$ cat src/rtl/rsc2_engine_cfg.svh
// rsc2 engine configuration
// widths, saturation limits and pipeline latencies of the two-lane core

`ifndef RSC2_ENGINE_CFG_SVH
`define RSC2_ENGINE_CFG_SVH

// ----------------------------------------
// data widths
// ----------------------------------------
`define RSC2_LLR_W        5   // one soft bit
`define RSC2_LLR_MAX      (15) // symmetric limit, -16 never produced
`define RSC2_ADDR_W       8
`define RSC2_DTAG_W       8   // duo-bit tag, multichannel modes
`define RSC2_STATE_W      10  // reliability metric, saturates at all ones
`define RSC2_ERR_W        16  // estimated bit error counter

// ----------------------------------------
// pipeline latencies in clocks
// ----------------------------------------
`define RSC2_BMC_DELAY    1
`define RSC2_RP_DELAY     1

// input beat to output beat
`define RSC2_ENGINE_DELAY (`RSC2_BMC_DELAY + `RSC2_RP_DELAY)

`endif

$ cat src/rtl/rsc2_engine_pkg.sv
// rsc2 engine shared types
// llr, duo-bit, metric and control types used by both lanes

`include "rsc2_engine_cfg.svh"

package rsc2_engine_pkg;

  // ----------------------------------------
  // soft values
  // ----------------------------------------

  // signed llr, two's complement
  typedef logic signed [`RSC2_LLR_W-1 : 0] bit_llr_t;

  // duo-bit llr pair, [0] is bit a and [1] is bit b
  typedef bit_llr_t [1 : 0] llr_pair_t;

  // hard decisions or error flags of one duo-bit
  typedef logic [1 : 0] dbit_t;

  // unsigned reliability metric
  typedef logic [`RSC2_STATE_W-1 : 0] state_t;

  // ----------------------------------------
  // beat side info
  // ----------------------------------------

  typedef logic [`RSC2_ADDR_W-1 : 0] addr_t;
  typedef logic [`RSC2_DTAG_W-1 : 0] dtag_t;
  typedef logic [`RSC2_ERR_W-1 : 0]  err_cnt_t;

  // block framing that rides the control pipe
  typedef struct packed {
    logic sop;
    logic eop;
    logic last;  // last sub-iteration
  } ctrl_t;

endpackage

$ cat src/rtl/rsc2_delay_line.sv
// rsc2 fixed depth delay line
// DEPTH stage register pipe for any packed payload, optional async reset

`timescale 1ns/100ps

module rsc2_delay_line #(
  parameter type payload_t = logic,
  parameter int  DEPTH     = 1,
  parameter bit  RESET_EN  = 1'b0  // set for control payloads only
) (
  input  logic     iclk,
  input  logic     ireset,
  input  payload_t idata,
  output payload_t odata
);

  payload_t pipe [DEPTH];  // [0] is the youngest stage

  generate
    if (RESET_EN) begin : g_rst
      // control stages, nothing stale after reset
      always_ff @(posedge iclk or posedge ireset) begin
        if (ireset) begin
          for (int i = 0; i < DEPTH; i++) begin
            pipe[i] <= '0;
          end
        end
        else begin
          pipe[0] <= idata;
          for (int i = 1; i < DEPTH; i++) begin
            pipe[i] <= pipe[i-1];
          end
        end
      end
    end
    else begin : g_norst
      // plain data stages
      always_ff @(posedge iclk) begin
        pipe[0] <= idata;
        for (int i = 1; i < DEPTH; i++) begin
          pipe[i] <= pipe[i-1];
        end
      end
    end
  endgenerate

  assign odata = pipe[DEPTH-1];  // oldest stage

endmodule

$ cat src/rtl/rsc2_dec_bmc.sv
// rsc2 lane branch unit
// a-priori llr sum, hard decision, error estimate and lane metric, one clock

`timescale 1ns/100ps

`include "rsc2_engine_cfg.svh"

module rsc2_dec_bmc (
  input  logic                      iclk,
  input  logic                      ireset,
  input  logic                      ival,
  input  logic                      ifirst,   // no extrinsic yet
  input  logic                      iswap,    // exchange duo-bit halves
  input  rsc2_engine_pkg::llr_pair_t is_llr,  // channel systematic llr
  input  rsc2_engine_pkg::llr_pair_t ilextr,  // extrinsic from last pass
  output logic                      oval,
  output rsc2_engine_pkg::dbit_t    odat,
  output rsc2_engine_pkg::dbit_t    oderr,
  output rsc2_engine_pkg::state_t   ometric
);

  import rsc2_engine_pkg::*;

  // ----------------------------------------
  // helpers
  // ----------------------------------------

  // llr add, clipped to +/- limit
  function automatic bit_llr_t llr_sat_add(input bit_llr_t a, input bit_llr_t b);
    logic signed [`RSC2_LLR_W : 0] full;
    full = a + b;  // one guard bit, cannot wrap
    if (full > `RSC2_LLR_MAX) begin
      return bit_llr_t'(`RSC2_LLR_MAX);
    end
    else if (full < -`RSC2_LLR_MAX) begin
      return bit_llr_t'(-`RSC2_LLR_MAX);
    end
    return full[`RSC2_LLR_W-1 : 0];
  endfunction

  // magnitude of a clipped llr
  function automatic state_t llr_mag(input bit_llr_t a);
    bit_llr_t m;
    m = a[`RSC2_LLR_W-1] ? -a : a;  // -16 never reaches here
    return state_t'(unsigned'(m));
  endfunction

  // ----------------------------------------
  // a-priori sum and decisions
  // ----------------------------------------

  llr_pair_t lextr;   // extrinsic, zeroed on first pass
  llr_pair_t lapri;   // saturated a-priori sum
  dbit_t     hd;      // hard decision
  dbit_t     ch_hd;   // channel only decision
  dbit_t     err;

  assign lextr = ifirst ? '0 : ilextr;

  assign lapri[0] = llr_sat_add(is_llr[0], lextr[0]);
  assign lapri[1] = llr_sat_add(is_llr[1], lextr[1]);

  assign hd    = {lapri[1][`RSC2_LLR_W-1], lapri[0][`RSC2_LLR_W-1]};   // negative -> 1
  assign ch_hd = {is_llr[1][`RSC2_LLR_W-1], is_llr[0][`RSC2_LLR_W-1]};
  assign err   = hd ^ ch_hd;  // extrinsic flipped the channel

  // ----------------------------------------
  // output register
  // ----------------------------------------

  always_ff @(posedge iclk or posedge ireset) begin
    if (ireset) begin
      oval <= 1'b0;
    end
    else begin
      oval <= ival;
    end
  end

  always_ff @(posedge iclk) begin
    if (ival) begin
      odat    <= iswap ? {hd[0], hd[1]}   : hd;
      oderr   <= iswap ? {err[0], err[1]} : err;
      ometric <= llr_mag(lapri[0]) + llr_mag(lapri[1]);
    end
  end

  // registered metric stays inside two clipped magnitudes
  a_metric_range : assert property (@(posedge iclk) disable iff (ireset)
    oval |-> (ometric <= state_t'(2 * `RSC2_LLR_MAX)));

endmodule

$ cat src/rtl/rsc2_dec_state_rp.sv
// rsc2 lane state recursion
// saturating metric accumulate with circular trellis load and even/odd store

`timescale 1ns/100ps

module rsc2_dec_state_rp (
  input  logic                    iclk,
  input  logic                    ireset,
  input  logic                    ival,
  input  logic                    isop,
  input  logic                    ieop,
  input  logic                    ifirst,       // start from zero state
  input  logic                    ieven,        // selects even/odd state slot
  input  rsc2_engine_pkg::state_t imetric,
  input  rsc2_engine_pkg::state_t istate_even,  // handed over from last pass
  input  rsc2_engine_pkg::state_t istate_odd,
  output logic                    oval,
  output rsc2_engine_pkg::state_t ostate,       // running state
  output rsc2_engine_pkg::state_t ostate_even,  // stored at eop
  output rsc2_engine_pkg::state_t ostate_odd
);

  import rsc2_engine_pkg::*;

  // clip at all ones
  function automatic state_t sat_add(input state_t a, input state_t b);
    logic [$bits(state_t) : 0] full;
    full = {1'b0, a} + {1'b0, b};
    return full[$bits(state_t)] ? '1 : full[$bits(state_t)-1 : 0];
  endfunction

  // ----------------------------------------
  // circular trellis load
  // ----------------------------------------

  state_t state;
  state_t init_state;
  state_t base_state;
  state_t next_state;

  // ifirst and ieven steady over the block
  assign init_state = ifirst ? '0 : (ieven ? istate_even : istate_odd);

  assign base_state = isop ? init_state : state;  // sop restarts the trellis
  assign next_state = sat_add(base_state, imetric);

  // ----------------------------------------
  // recursion and even/odd store
  // ----------------------------------------

  always_ff @(posedge iclk or posedge ireset) begin
    if (ireset) begin
      oval        <= 1'b0;
      state       <= '0;
      ostate_even <= '0;
      ostate_odd  <= '0;
    end
    else begin
      oval <= ival;
      if (ival) begin
        state <= next_state;
        // new decode, forget both slots
        if (isop && ifirst) begin
          ostate_even <= '0;
          ostate_odd  <= '0;
        end
        // eop write wins over the clear on one beat blocks
        if (ieop) begin
          if (ieven) begin
            ostate_even <= next_state;
          end
          else begin
            ostate_odd <= next_state;
          end
        end
      end
    end
  end

  assign ostate = state;

  // framing comes from the top control pipe, must ride a valid beat
  a_frame_on_val : assert property (@(posedge iclk) disable iff (ireset)
    (isop || ieop) |-> ival);

endmodule

$ cat src/rtl/rsc2_dec_engine.sv
// rsc2 duo-binary decoder engine, two-lane core
// forward and backward lanes side by side, control pipe, error count, done

`timescale 1ns/100ps

`include "rsc2_engine_cfg.svh"

module rsc2_dec_engine (
  input  logic                       iclk,
  input  logic                       ireset,
  // block level, held for the whole block
  input  logic                       ifirst,
  input  logic                       ilast,
  input  logic                       ieven,
  input  logic                       ibitswap,
  // beat framing
  input  logic                       ival,
  input  logic                       isop,
  input  logic                       ieop,
  // forward lane beat
  input  rsc2_engine_pkg::addr_t     ifaddr,
  input  rsc2_engine_pkg::llr_pair_t ifs_llr,
  input  rsc2_engine_pkg::llr_pair_t if_lextr,
  input  rsc2_engine_pkg::dtag_t     ifs_tag,
  // backward lane beat
  input  rsc2_engine_pkg::addr_t     ibaddr,
  input  rsc2_engine_pkg::llr_pair_t ibs_llr,
  input  rsc2_engine_pkg::llr_pair_t ib_lextr,
  input  rsc2_engine_pkg::dtag_t     ibs_tag,
  // circular trellis states in
  input  rsc2_engine_pkg::state_t    if_state_even,
  input  rsc2_engine_pkg::state_t    if_state_odd,
  input  rsc2_engine_pkg::state_t    ib_state_even,
  input  rsc2_engine_pkg::state_t    ib_state_odd,
  // output beat
  output logic                       oval,
  output logic                       osop,
  output logic                       oeop,
  output rsc2_engine_pkg::addr_t     ofaddr,
  output rsc2_engine_pkg::addr_t     obaddr,
  output rsc2_engine_pkg::dbit_t     ofdat,
  output rsc2_engine_pkg::dbit_t     ofderr,
  output rsc2_engine_pkg::dtag_t     ofdtag,
  output rsc2_engine_pkg::dbit_t     obdat,
  output rsc2_engine_pkg::dbit_t     obderr,
  output rsc2_engine_pkg::dtag_t     obdtag,
  // circular trellis states out
  output rsc2_engine_pkg::state_t    of_state_even,
  output rsc2_engine_pkg::state_t    of_state_odd,
  output rsc2_engine_pkg::state_t    ob_state_even,
  output rsc2_engine_pkg::state_t    ob_state_odd,
  output rsc2_engine_pkg::err_cnt_t  oerr,   // estimated bit errors of the block
  output logic                       odone   // eop of the last sub-iteration
);

  import rsc2_engine_pkg::*;

  typedef struct packed {
    logic  val;
    ctrl_t ctrl;
  } ctrl_beat_t;

  typedef struct packed {
    addr_t addr;
    dtag_t tag;
  } lane_id_t;

  typedef struct packed {
    dbit_t dat;
    dbit_t derr;
  } lane_dec_t;

  function automatic logic [2 : 0] err_pop(input dbit_t f, input dbit_t b);
    return 3'(f[0]) + 3'(f[1]) + 3'(b[0]) + 3'(b[1]);
  endfunction

  // ----------------------------------------
  // control pipe
  // ----------------------------------------

  ctrl_beat_t ctrl_in, ctrl_out;
  lane_id_t   f_id_out, b_id_out;
  logic       rp_sop, rp_eop;  // framing aligned to bmc output

  assign ctrl_in = '{val: ival, ctrl: '{sop: isop, eop: ieop, last: ilast}};

  rsc2_delay_line #(.payload_t(ctrl_beat_t), .DEPTH(`RSC2_ENGINE_DELAY), .RESET_EN(1'b1))
  ctrl_line (.iclk(iclk), .ireset(ireset), .idata(ctrl_in), .odata(ctrl_out));

  rsc2_delay_line #(.payload_t(lane_id_t), .DEPTH(`RSC2_ENGINE_DELAY))
  f_id_line (.iclk(iclk), .ireset(ireset), .idata({ifaddr, ifs_tag}), .odata(f_id_out));

  rsc2_delay_line #(.payload_t(lane_id_t), .DEPTH(`RSC2_ENGINE_DELAY))
  b_id_line (.iclk(iclk), .ireset(ireset), .idata({ibaddr, ibs_tag}), .odata(b_id_out));

  always_ff @(posedge iclk or posedge ireset) begin
    if (ireset) begin
      rp_sop <= 1'b0;
      rp_eop <= 1'b0;
    end
    else begin
      rp_sop <= isop;
      rp_eop <= ieop;
    end
  end

  // ----------------------------------------
  // lanes
  // ----------------------------------------

  logic      f_bmc_val, b_bmc_val;
  dbit_t     f_bmc_dat, f_bmc_derr, b_bmc_dat, b_bmc_derr;
  state_t    f_bmc_metric, b_bmc_metric;
  lane_dec_t f_dec_out, b_dec_out;

  // odd passes swap, backward uses the inverse rule
  rsc2_dec_bmc f_bmc (
    .iclk(iclk), .ireset(ireset), .ival(ival), .ifirst(ifirst),
    .iswap(!ieven && ibitswap), .is_llr(ifs_llr), .ilextr(if_lextr),
    .oval(f_bmc_val), .odat(f_bmc_dat), .oderr(f_bmc_derr), .ometric(f_bmc_metric));

  rsc2_dec_bmc b_bmc (
    .iclk(iclk), .ireset(ireset), .ival(ival), .ifirst(ifirst),
    .iswap(!ieven && !ibitswap), .is_llr(ibs_llr), .ilextr(ib_lextr),
    .oval(b_bmc_val), .odat(b_bmc_dat), .oderr(b_bmc_derr), .ometric(b_bmc_metric));

  rsc2_dec_state_rp f_rp (
    .iclk(iclk), .ireset(ireset), .ival(f_bmc_val), .isop(rp_sop), .ieop(rp_eop),
    .ifirst(ifirst), .ieven(ieven), .imetric(f_bmc_metric),
    .istate_even(if_state_even), .istate_odd(if_state_odd), .oval(),
    .ostate(), .ostate_even(of_state_even), .ostate_odd(of_state_odd));

  rsc2_dec_state_rp b_rp (
    .iclk(iclk), .ireset(ireset), .ival(b_bmc_val), .isop(rp_sop), .ieop(rp_eop),
    .ifirst(ifirst), .ieven(ieven), .imetric(b_bmc_metric),
    .istate_even(ib_state_even), .istate_odd(ib_state_odd), .oval(),
    .ostate(), .ostate_even(ob_state_even), .ostate_odd(ob_state_odd));

  // decisions wait out the recursion stage
  rsc2_delay_line #(.payload_t(lane_dec_t), .DEPTH(`RSC2_RP_DELAY))
  f_dec_line (.iclk(iclk), .ireset(ireset), .idata({f_bmc_dat, f_bmc_derr}), .odata(f_dec_out));

  rsc2_delay_line #(.payload_t(lane_dec_t), .DEPTH(`RSC2_RP_DELAY))
  b_dec_line (.iclk(iclk), .ireset(ireset), .idata({b_bmc_dat, b_bmc_derr}), .odata(b_dec_out));

  // ----------------------------------------
  // output beat, error count, done
  // ----------------------------------------

  assign oval   = ctrl_out.val;
  assign osop   = ctrl_out.ctrl.sop;
  assign oeop   = ctrl_out.ctrl.eop;
  assign ofaddr = f_id_out.addr;
  assign ofdtag = f_id_out.tag;
  assign obaddr = b_id_out.addr;
  assign obdtag = b_id_out.tag;
  assign ofdat  = f_dec_out.dat;
  assign ofderr = f_dec_out.derr;
  assign obdat  = b_dec_out.dat;
  assign obderr = b_dec_out.derr;

  always_ff @(posedge iclk or posedge ireset) begin
    if (ireset) begin
      oerr  <= '0;
      odone <= 1'b0;
    end
    else begin
      if (oval) begin
        // sop beat counts too
        oerr <= (osop ? '0 : oerr) + err_cnt_t'(err_pop(ofderr, obderr));
      end
      odone <= oval && oeop && ctrl_out.ctrl.last;
    end
  end

endmodule

$ cat config.mk
export PLATFORM = sky130hd
export DESIGN_NAME = rsc2_dec_engine
export DESIGN_NICKNAME = d
export VERILOG_FILES = /design/src/rtl/rsc2_engine_pkg.sv /design/src/rtl/rsc2_delay_line.sv /design/src/rtl/rsc2_dec_bmc.sv /design/src/rtl/rsc2_dec_state_rp.sv /design/src/rtl/rsc2_dec_engine.sv
export VERILOG_INCLUDE_DIRS = /design/src /design/src/rtl
export SDC_FILE = /design/constraint.sdc
export NUM_CORES = 1
export LEC_CHECK = 0
export BUFFER_PORTS_ARGS = -buffer_cell sky130_fd_sc_hd__buf_2
export CAP_MARGIN = 20
export CORE_MARGIN = 3
export CORE_UTILIZATION = 48
export DETAILED_ROUTE_END_ITERATION = 6
export GPL_TIMING_DRIVEN = 1
export PLACE_DENSITY = 0.72
export SYNTH_ARGS = -nofsm -noshare
export SYNTH_HDL_FRONTEND = slang
export SYNTH_SLANG_ARGS = --single-unit
$ cat constraint.sdc
create_clock -name iclk -period 3.2 [get_ports iclk]
set_clock_uncertainty 0.15 [all_clocks]
set_input_delay 0.8 -clock iclk [delete_from_list [all_inputs] [get_ports iclk]]
set_output_delay 0.8 -clock iclk [all_outputs]
set_load 0.02 [all_outputs]
### Yosys cells after proc, flatten, opt, wreduce, memory -nomap -nowiden

Memory sizes are Yosys's and may differ from the RTL's.
Cells that the tools add are included.
Widths: inputs -> output; s select.

* input bits: 121
* RAM bits: 72
* logic and storage cells: 110
* register bits: 113
* memories kept: 4

* magnitude comparators: 8
* muxes and demuxes: 51
* add/subtract/negate cells: 16
* reduce and logical (&&, ||, !) cells: 7
* bitwise gates (word level): 2

Memories
* b_id_line.pipe: depth 2, bits a word 16, rd ports 2, clocked after Yosys merged registers in 0, write ports 2, RTL line rsc2_delay_line.sv:17 `payload_t pipe [DEPTH];`
* f_id_line.pipe: depth 2, bits a word 16, rd ports 2, clocked after Yosys merged registers in 0, write ports 2, RTL line rsc2_delay_line.sv:17
* b_dec_line.pipe: depth 1, bits a word 4, rd ports 1, clocked after Yosys merged registers in 0, write ports 1, RTL line rsc2_delay_line.sv:17
* f_dec_line.pipe: depth 1, bits a word 4, rd ports 1, clocked after Yosys merged registers in 0, write ports 1, RTL line rsc2_delay_line.sv:17

Operators by type and width (number)
* $mux 10: 22
* $mux 5: 16
* $add 5x5->6: 6
* $gt 6x5->1 const B: 4
* $lt 6x5->1 const B: 4
* $add 10x10->11: 2
* $neg 5->5: 4
* $add 16x3->16: 1
* $mux 16: 1
* $mux 1: 8
* $mux 2: 4
* $logic_and 1x1->1: 5
* $xor 2x2->2: 2
* $add 2x1->3: 1
* $add 3x1->3: 1
* $add 1x1->2: 1
* $logic_not 1->1: 2

### Logic depth before layout (Yosys ltp)

* depth in word-level cells: 9
* gate-level depth with buffers: 19
* depth with buffers taken out: 17

### Modules after synthesis

Synthesis repeated with hierarchy kept, for this count alone.

* cells, all modules: 911
* area, all modules: 9733.1 sq um

By module, submodules not included
* rsc2_dec_state_rp: cells an instance 218, seq. area each 775.7 sq um, area an instance 2054.5 sq um, instances 2
* rsc2_delay_line (b_id_line ...): cells an instance 48, seq. area each 640.6 sq um, area an instance 760.7 sq um, instances 2
* rsc2_dec_bmc (b_bmc): cells an instance 125, seq. area each 325.3 sq um, area an instance 1327.5 sq um, instances 1
* rsc2_dec_bmc (f_bmc): cells an instance 126, seq. area each 325.3 sq um, area an instance 1315.0 sq um, instances 1
* rsc2_dec_engine: cells an instance 107, seq. area each 475.5 sq um, area an instance 1066.0 sq um, instances 1
* rsc2_delay_line (ctrl_line): cells an instance 13, seq. area each 200.2 sq um, area an instance 234.0 sq um, instances 1
* rsc2_delay_line (b_dec_line ...): cells an instance 4, seq. area each 80.1 sq um, area an instance 80.1 sq um, instances 2

### Worst setup path before layout

No wires, ideal clock.

* kind: input -> register
* start: in ifirst
* end: reg f_bmc.ometric[5] (data pin)
* stages on the path: 18
* arrival: 4.144 ns
* slack: -1.351 ns
* required time: 2.793 ns
* path through: clkbuf_1 > nor2b_1 > ha_1 > fa_1 > a21o_1 > a21oi_1 > xor2_1 > or4b_1 > o21ai_0 > ha_1 > nand2_1 > o21ai_0 > ha_1 > a21o_1 > a21oi_1 > nor2b_1 > o21ai_0 > nand2b_1

* word-level cells in the longest chain between the ends: 9
* elaborated cells between the ends (all ways): 20
* those cells by class: add/sub: 5; order compare: 4; mux: 11

Ends and longest elaborated chain
* start: declaration: RTL line rsc2_dec_engine.sv:12 `input logic ifirst,`
* $mux 10 (*): RTL line rsc2_dec_bmc.sv:58 `assign lextr = ifirst ? '0 : ilextr;`
* $add 5x5->6: RTL line rsc2_dec_bmc.sv:31 `full = a + b;`
* $lt 6x5->1 (no source line)
* $mux 1: RTL line rsc2_dec_bmc.sv:35 `` else if (full < -`RSC2_LLR_MAX) begin ``
* $mux 1: RTL line rsc2_dec_bmc.sv:32 `` if (full > `RSC2_LLR_MAX) begin ``
* $mux 5: RTL line rsc2_dec_bmc.sv:38 `` return full[`RSC2_LLR_W-1 : 0]; ``
* $neg 5->5: RTL line rsc2_dec_bmc.sv:44 `` m = a[`RSC2_LLR_W-1] ? -a : a; ``
* $mux 5: RTL line rsc2_dec_bmc.sv:44
* $add 5x5->6 (*): RTL line rsc2_dec_bmc.sv:84 `ometric <= llr_mag(lapri[0]) + llr_mag(lapri[1]);`
* end signal: assignment: RTL line rsc2_dec_bmc.sv:84
* end: declaration: RTL line rsc2_dec_bmc.sv:19 `output rsc2_engine_pkg::state_t ometric`

Mark *: on every way between the ends. The rest lies on a longest branch, timed or not.
A chain may end at the register's enable or synchronous reset.

### Worst setup path in the final report

Ends and elaborated chain as after synthesis.

==> key figures <==
Status
  • Status: finished, violations left
  • Violated checks: setup timing

Worst setup path
  • Worst reg-to-reg setup slack: roughly 0.17 ns
  • Cells on worst reg2reg path: 10
  • Crit start category: input port
  • CP required: approximately 3.2 ns
  • Crit path cell chain: buf_12 -> buf_6 -> nor2b_4 -> ha_4 -> a21o_1 -> a21oi_2 -> xnor2_2 -> nor3_2 -> or4b_1 -> o21ai_1 -> ha_2 -> nand2_2 -> o21ai_1 -> ha_1 -> a21o_1 -> a21oi_2 -> nor2b_1 -> o21ai_1 -> nand2b_1
  • R2r endpoint: f_rp.ostate[9]
  • WS Path Type: in -> reg
  • CP delay by family, top: compound AO/OA/AOI/OAI gates
  • Most frequent cell on the critical path: o21ai_1
  • Worst EP arrival: around 3.9 ns
  • Crit. End Element: register
  • Slowest CP cell: or4b_1
  • R2r startpoint: ctrl_line.pipe[6]
  • Max incr delay on CP: 0.54 ns
  • Worst Path Buf+Inv: 2
  • CP Max Fanout: 5

Global route
  • Total Routing Usage GR: 0.204
  • Initial antenna violation count: 0
  • Largest net degree at the start of global routing: between 50 and 60
  • Global-route wire length before repair: ~33,000 µm
  • Vias in the first global route: around 6,700
  • Remaining Overflow, GRT: 0

Drt
  • DRT iter0 DRCs: between 300 and 400
  • Via density: 5.08
  • Post-route ant nets: 0
  • Drt drc: 0
  • Drt wl/cell: around 15 µm
  • Total wire length: roughly 21,000 µm
  • Via count: roughly 6,900
  • DR pass1 iterations: 5

Layout
  • # diodes: 0
  • Layout cells sized above 1: 0.451
  • Layout Cells excl Fill: between 1,000 and 1,500
  • Fill cells: 1,292
  • Final nets: approximately 1,300
  • P&R area growth vs syn: 39.5%

Place
  • Global placer's final weighted congestion: roughly 0.9
  • Port bufs: 220
  • Post-Place Cells: 1,302
  • DP Wirelength: approximately 15,000 µm

Synth
  • Post-synthesis xor/xnor area fraction: 0.0472
  • Post-synthesis sequential area ratio: 0.489
  • Synth top area cells: dfrtp_1 25%, dfxtp_1 17%, edfxtp_1 7.0%
  • Distinct cells, synth: 56
  • Seq cells post-synth: between 150 and 200
  • Primary FF master, synth: dfrtp_1
  • Yosys top cell area share: 0.249
  • Synthesized area per cell: around 11 µm²
  • Synth area leader: dfrtp_1
  • Largest family of logic cells by synthesized area: compound AO/OA/AOI/OAI gates
  • Number of flops mapped to enable cells by yosys: 20
  • Simple-gate share of the synthesized area: 0.117
  • Mux share of post-synthesis cell area: 0.0550
  • Ys async rst share: 0.480
  • Post-Syn Area: around 8500 µm²
  • Ys Warns: 0
  • Cell count after synthesis: 800
  • Syn nets: about 980
  • Adder-cell share of the synthesized area: 0.0971
  • Count leader, synth: dfrtp_1
  • Synth Area in Compound Gates: 0.144
  • Top cell types by occurrence after synthesis: 85 x dfrtp_1, 72 x dfxtp_1, 65 x nand2_1, 57 x o21ai_0, 55 x nor2_1

CTS
  • Clock sink count: around 180
  • Clock Tree Buf Depth: 2
  • CTS tree: done
  • Clk slew on worst S/H paths: roughly 0.070 ns
  • Num CTS Buffers: 17
  • Number of H-tree levels: 4
  • Root Driver: clkbuf_16
  • Worst-skew pair later-pin latency: approximately 0.43 ns
  • Hold_buf cts: 0

STA
  • RSZ-0062 raised after global routing: yes
  • Fmax: between 200 and 300 MHz
  • Fin. max-slew vios: 0
  • Final hold vios: 0
  • Crit path time final: about 3.8 ns
  • Final worst setup slack: -0.626 ns
  • Setup TNS: -4.64 ns
  • Max-slew headroom: 0.494
  • Worst-margin pin slew: around 0.76 ns
  • Final period utilization: 1.20
  • Final setup fails: 10

Hold path
  • Hold Path Sink: f_id_line.pipe[0][20]
  • Worst min path class: reg -> reg
  • Hold Path Origin: f_id_line.pipe[0][4]
  • Hold depth: 0

Die
  • Initial Utilization: 0.492
  • Die area: approximately 19,000 µm²
  • Core Area: ~17,000 µm²
  • Die W: roughly 140 µm
  • Top-level port count: about 220
  • FP Rows: 48
  • Die Y: approximately 140 µm

Power
  • Max VDD drop: approximately 450 µV
  • Pwr/cell area: around 730 nW/µm²
  • Leakage: 5.75 nW

Run
  • Max cap viols: 0
-- area by class of cell --
| cell class | instances | area [µm²] | area share |
|---|---|---|---|
| multi-input combinational | 542 | 4500 | 0.378 |
| sequential | 177 | 4170 | 0.350 |
| timing repair buffer | 359 | 2250 | 0.189 |
| clock buffer | 18 | 429 | 0.0361 |
| tap | 225 | 282 | 0.0237 |
| clock inverter | 14 | 184 | 0.0155 |
| inverter | 24 | 91.3 | 0.00767 |
-- logic make-up after synthesis --
logic type	after synthesis
XOR/XNOR	46
adder cells (fa/ha/maj)	60
flip-flops	177
buffers and inverters	81
AO/OA/AOI/OAI	190
AND/OR/NAND/NOR	201
multiplexers	45
-- worst register-to-register path: cells and delay by family (launching register included) --
| kind | cells | cell delay (ns) |
|---|---|---|
| buffers and inverters | 1 | 0.24 |
| AOI/OAI and AO/OA | 4 | 0.90 |
| adders and majority gates | 2 | 0.61 |
| DFF | 1 | 0.45 |
| muxes | 2 | 0.36 |
| and+or+nand+nor | 1 | 0.23 |
-- state kept, by name, indices dropped and copies added (netlist names), 3 cells and up --
signal	count
f_rp.ostate_odd	10
ctrl_line.pipe	3
b_rp.ostate	10
b_rp.ostate_even	10
b_dec_line.pipe	4
f_rp.ostate	10
b_id_line.pipe	32
f_dec_line.pipe	4
oerr	16
b_bmc.ometric	6
f_bmc.ometric	6
f_rp.ostate_even	10
ctrl_line.odata	4
f_id_line.pipe	32
b_rp.ostate_odd	10
-- report_power, final --
part | internal (mW) | switching (mW) | leakage, nW
registers | 2.75 | 0.245 | 1.88
clock network | 1.13 | 0.976 | 0.299
logic | 1.69 | 1.89 | 3.57
total | 5.57 | 3.12 | 5.75
-- per-stage QoR --
stage	util	power (mW)	instance area (µm²)	setup slack (ns)	hold WS (ns)
2_1_floorplan	-	5.15	8770	-0.998	0.160
3_3_place_gp	0.611	6.23	10600	-1.16	0.160
3_5_place_dp	0.611	6.30	10600	-1.22	0.162
4_1_cts	0.663	8.53	11500	-0.561	0.177
5_1_grt	0.686	9.23	11900	-0.761	0.186
6_report	0.686	8.69	11900	-0.626	0.178
-- layout by cell type, fill, tap and decap left out, drive strengths merged, types with 3 or more instances in the layout --
cell and instances:
a211oi 6, a21o 23, a21oi 43, a22o 10
a2bb2oi 7, and3 6, buf 359, clkbuf 18
clkinv 5, dfrtp 85, dfxtp 72, edfxtp 20
fa 11, ha 47, inv 32, mux2 12
mux2i 33, nand2 66, nand2b 11, nand3 8
nor2 55, nor2b 27, nor3 9, nor3b 5
o21a 7, o21ai 57, o21bai 4, o22ai 8
o2bb2ai 17, or4 3, xnor2 28, xor2 18
-- metal layers --
layer,global-route usage,part of all wire,vias up
li1,-,-,3428
met4,0.0505,0.013,0
met5,0,0,-
met2,0.346,0.50,191
met1,0.267,0.44,3261
met3,0.0478,0.049,17
-- worst max path at each step --
| stage | start | to | slack [ns] | cells past startpoint |
|---|---|---|---|---|
| 2_1_floorplan | ifirst | f_bmc.ometric[5] | -1.0 | 18 |
| 3_3_place_gp | ifirst | f_bmc.ometric[5] | -1.16 | 19 |
| 3_5_place_dp | ifirst | f_bmc.ometric[5] | -1.22 | 19 |
| 4_1_cts | ifirst | b_bmc.ometric[5] | -0.56 | 19 |
| 5_1_grt | ifirst | f_bmc.ometric[5] | -0.76 | 19 |
| 6_report | ifirst | f_bmc.ometric[5] | -0.63 | 19 |
-- what timing repair did --
action / CTS / global route
setup endpoints to repair: 58 / 58
pin swaps: 19 / 40
resized for setup: 36 / 66
buffers inserted: 13 / 14
cloned: 1 / 0
(Power assumes the default switching activity.)
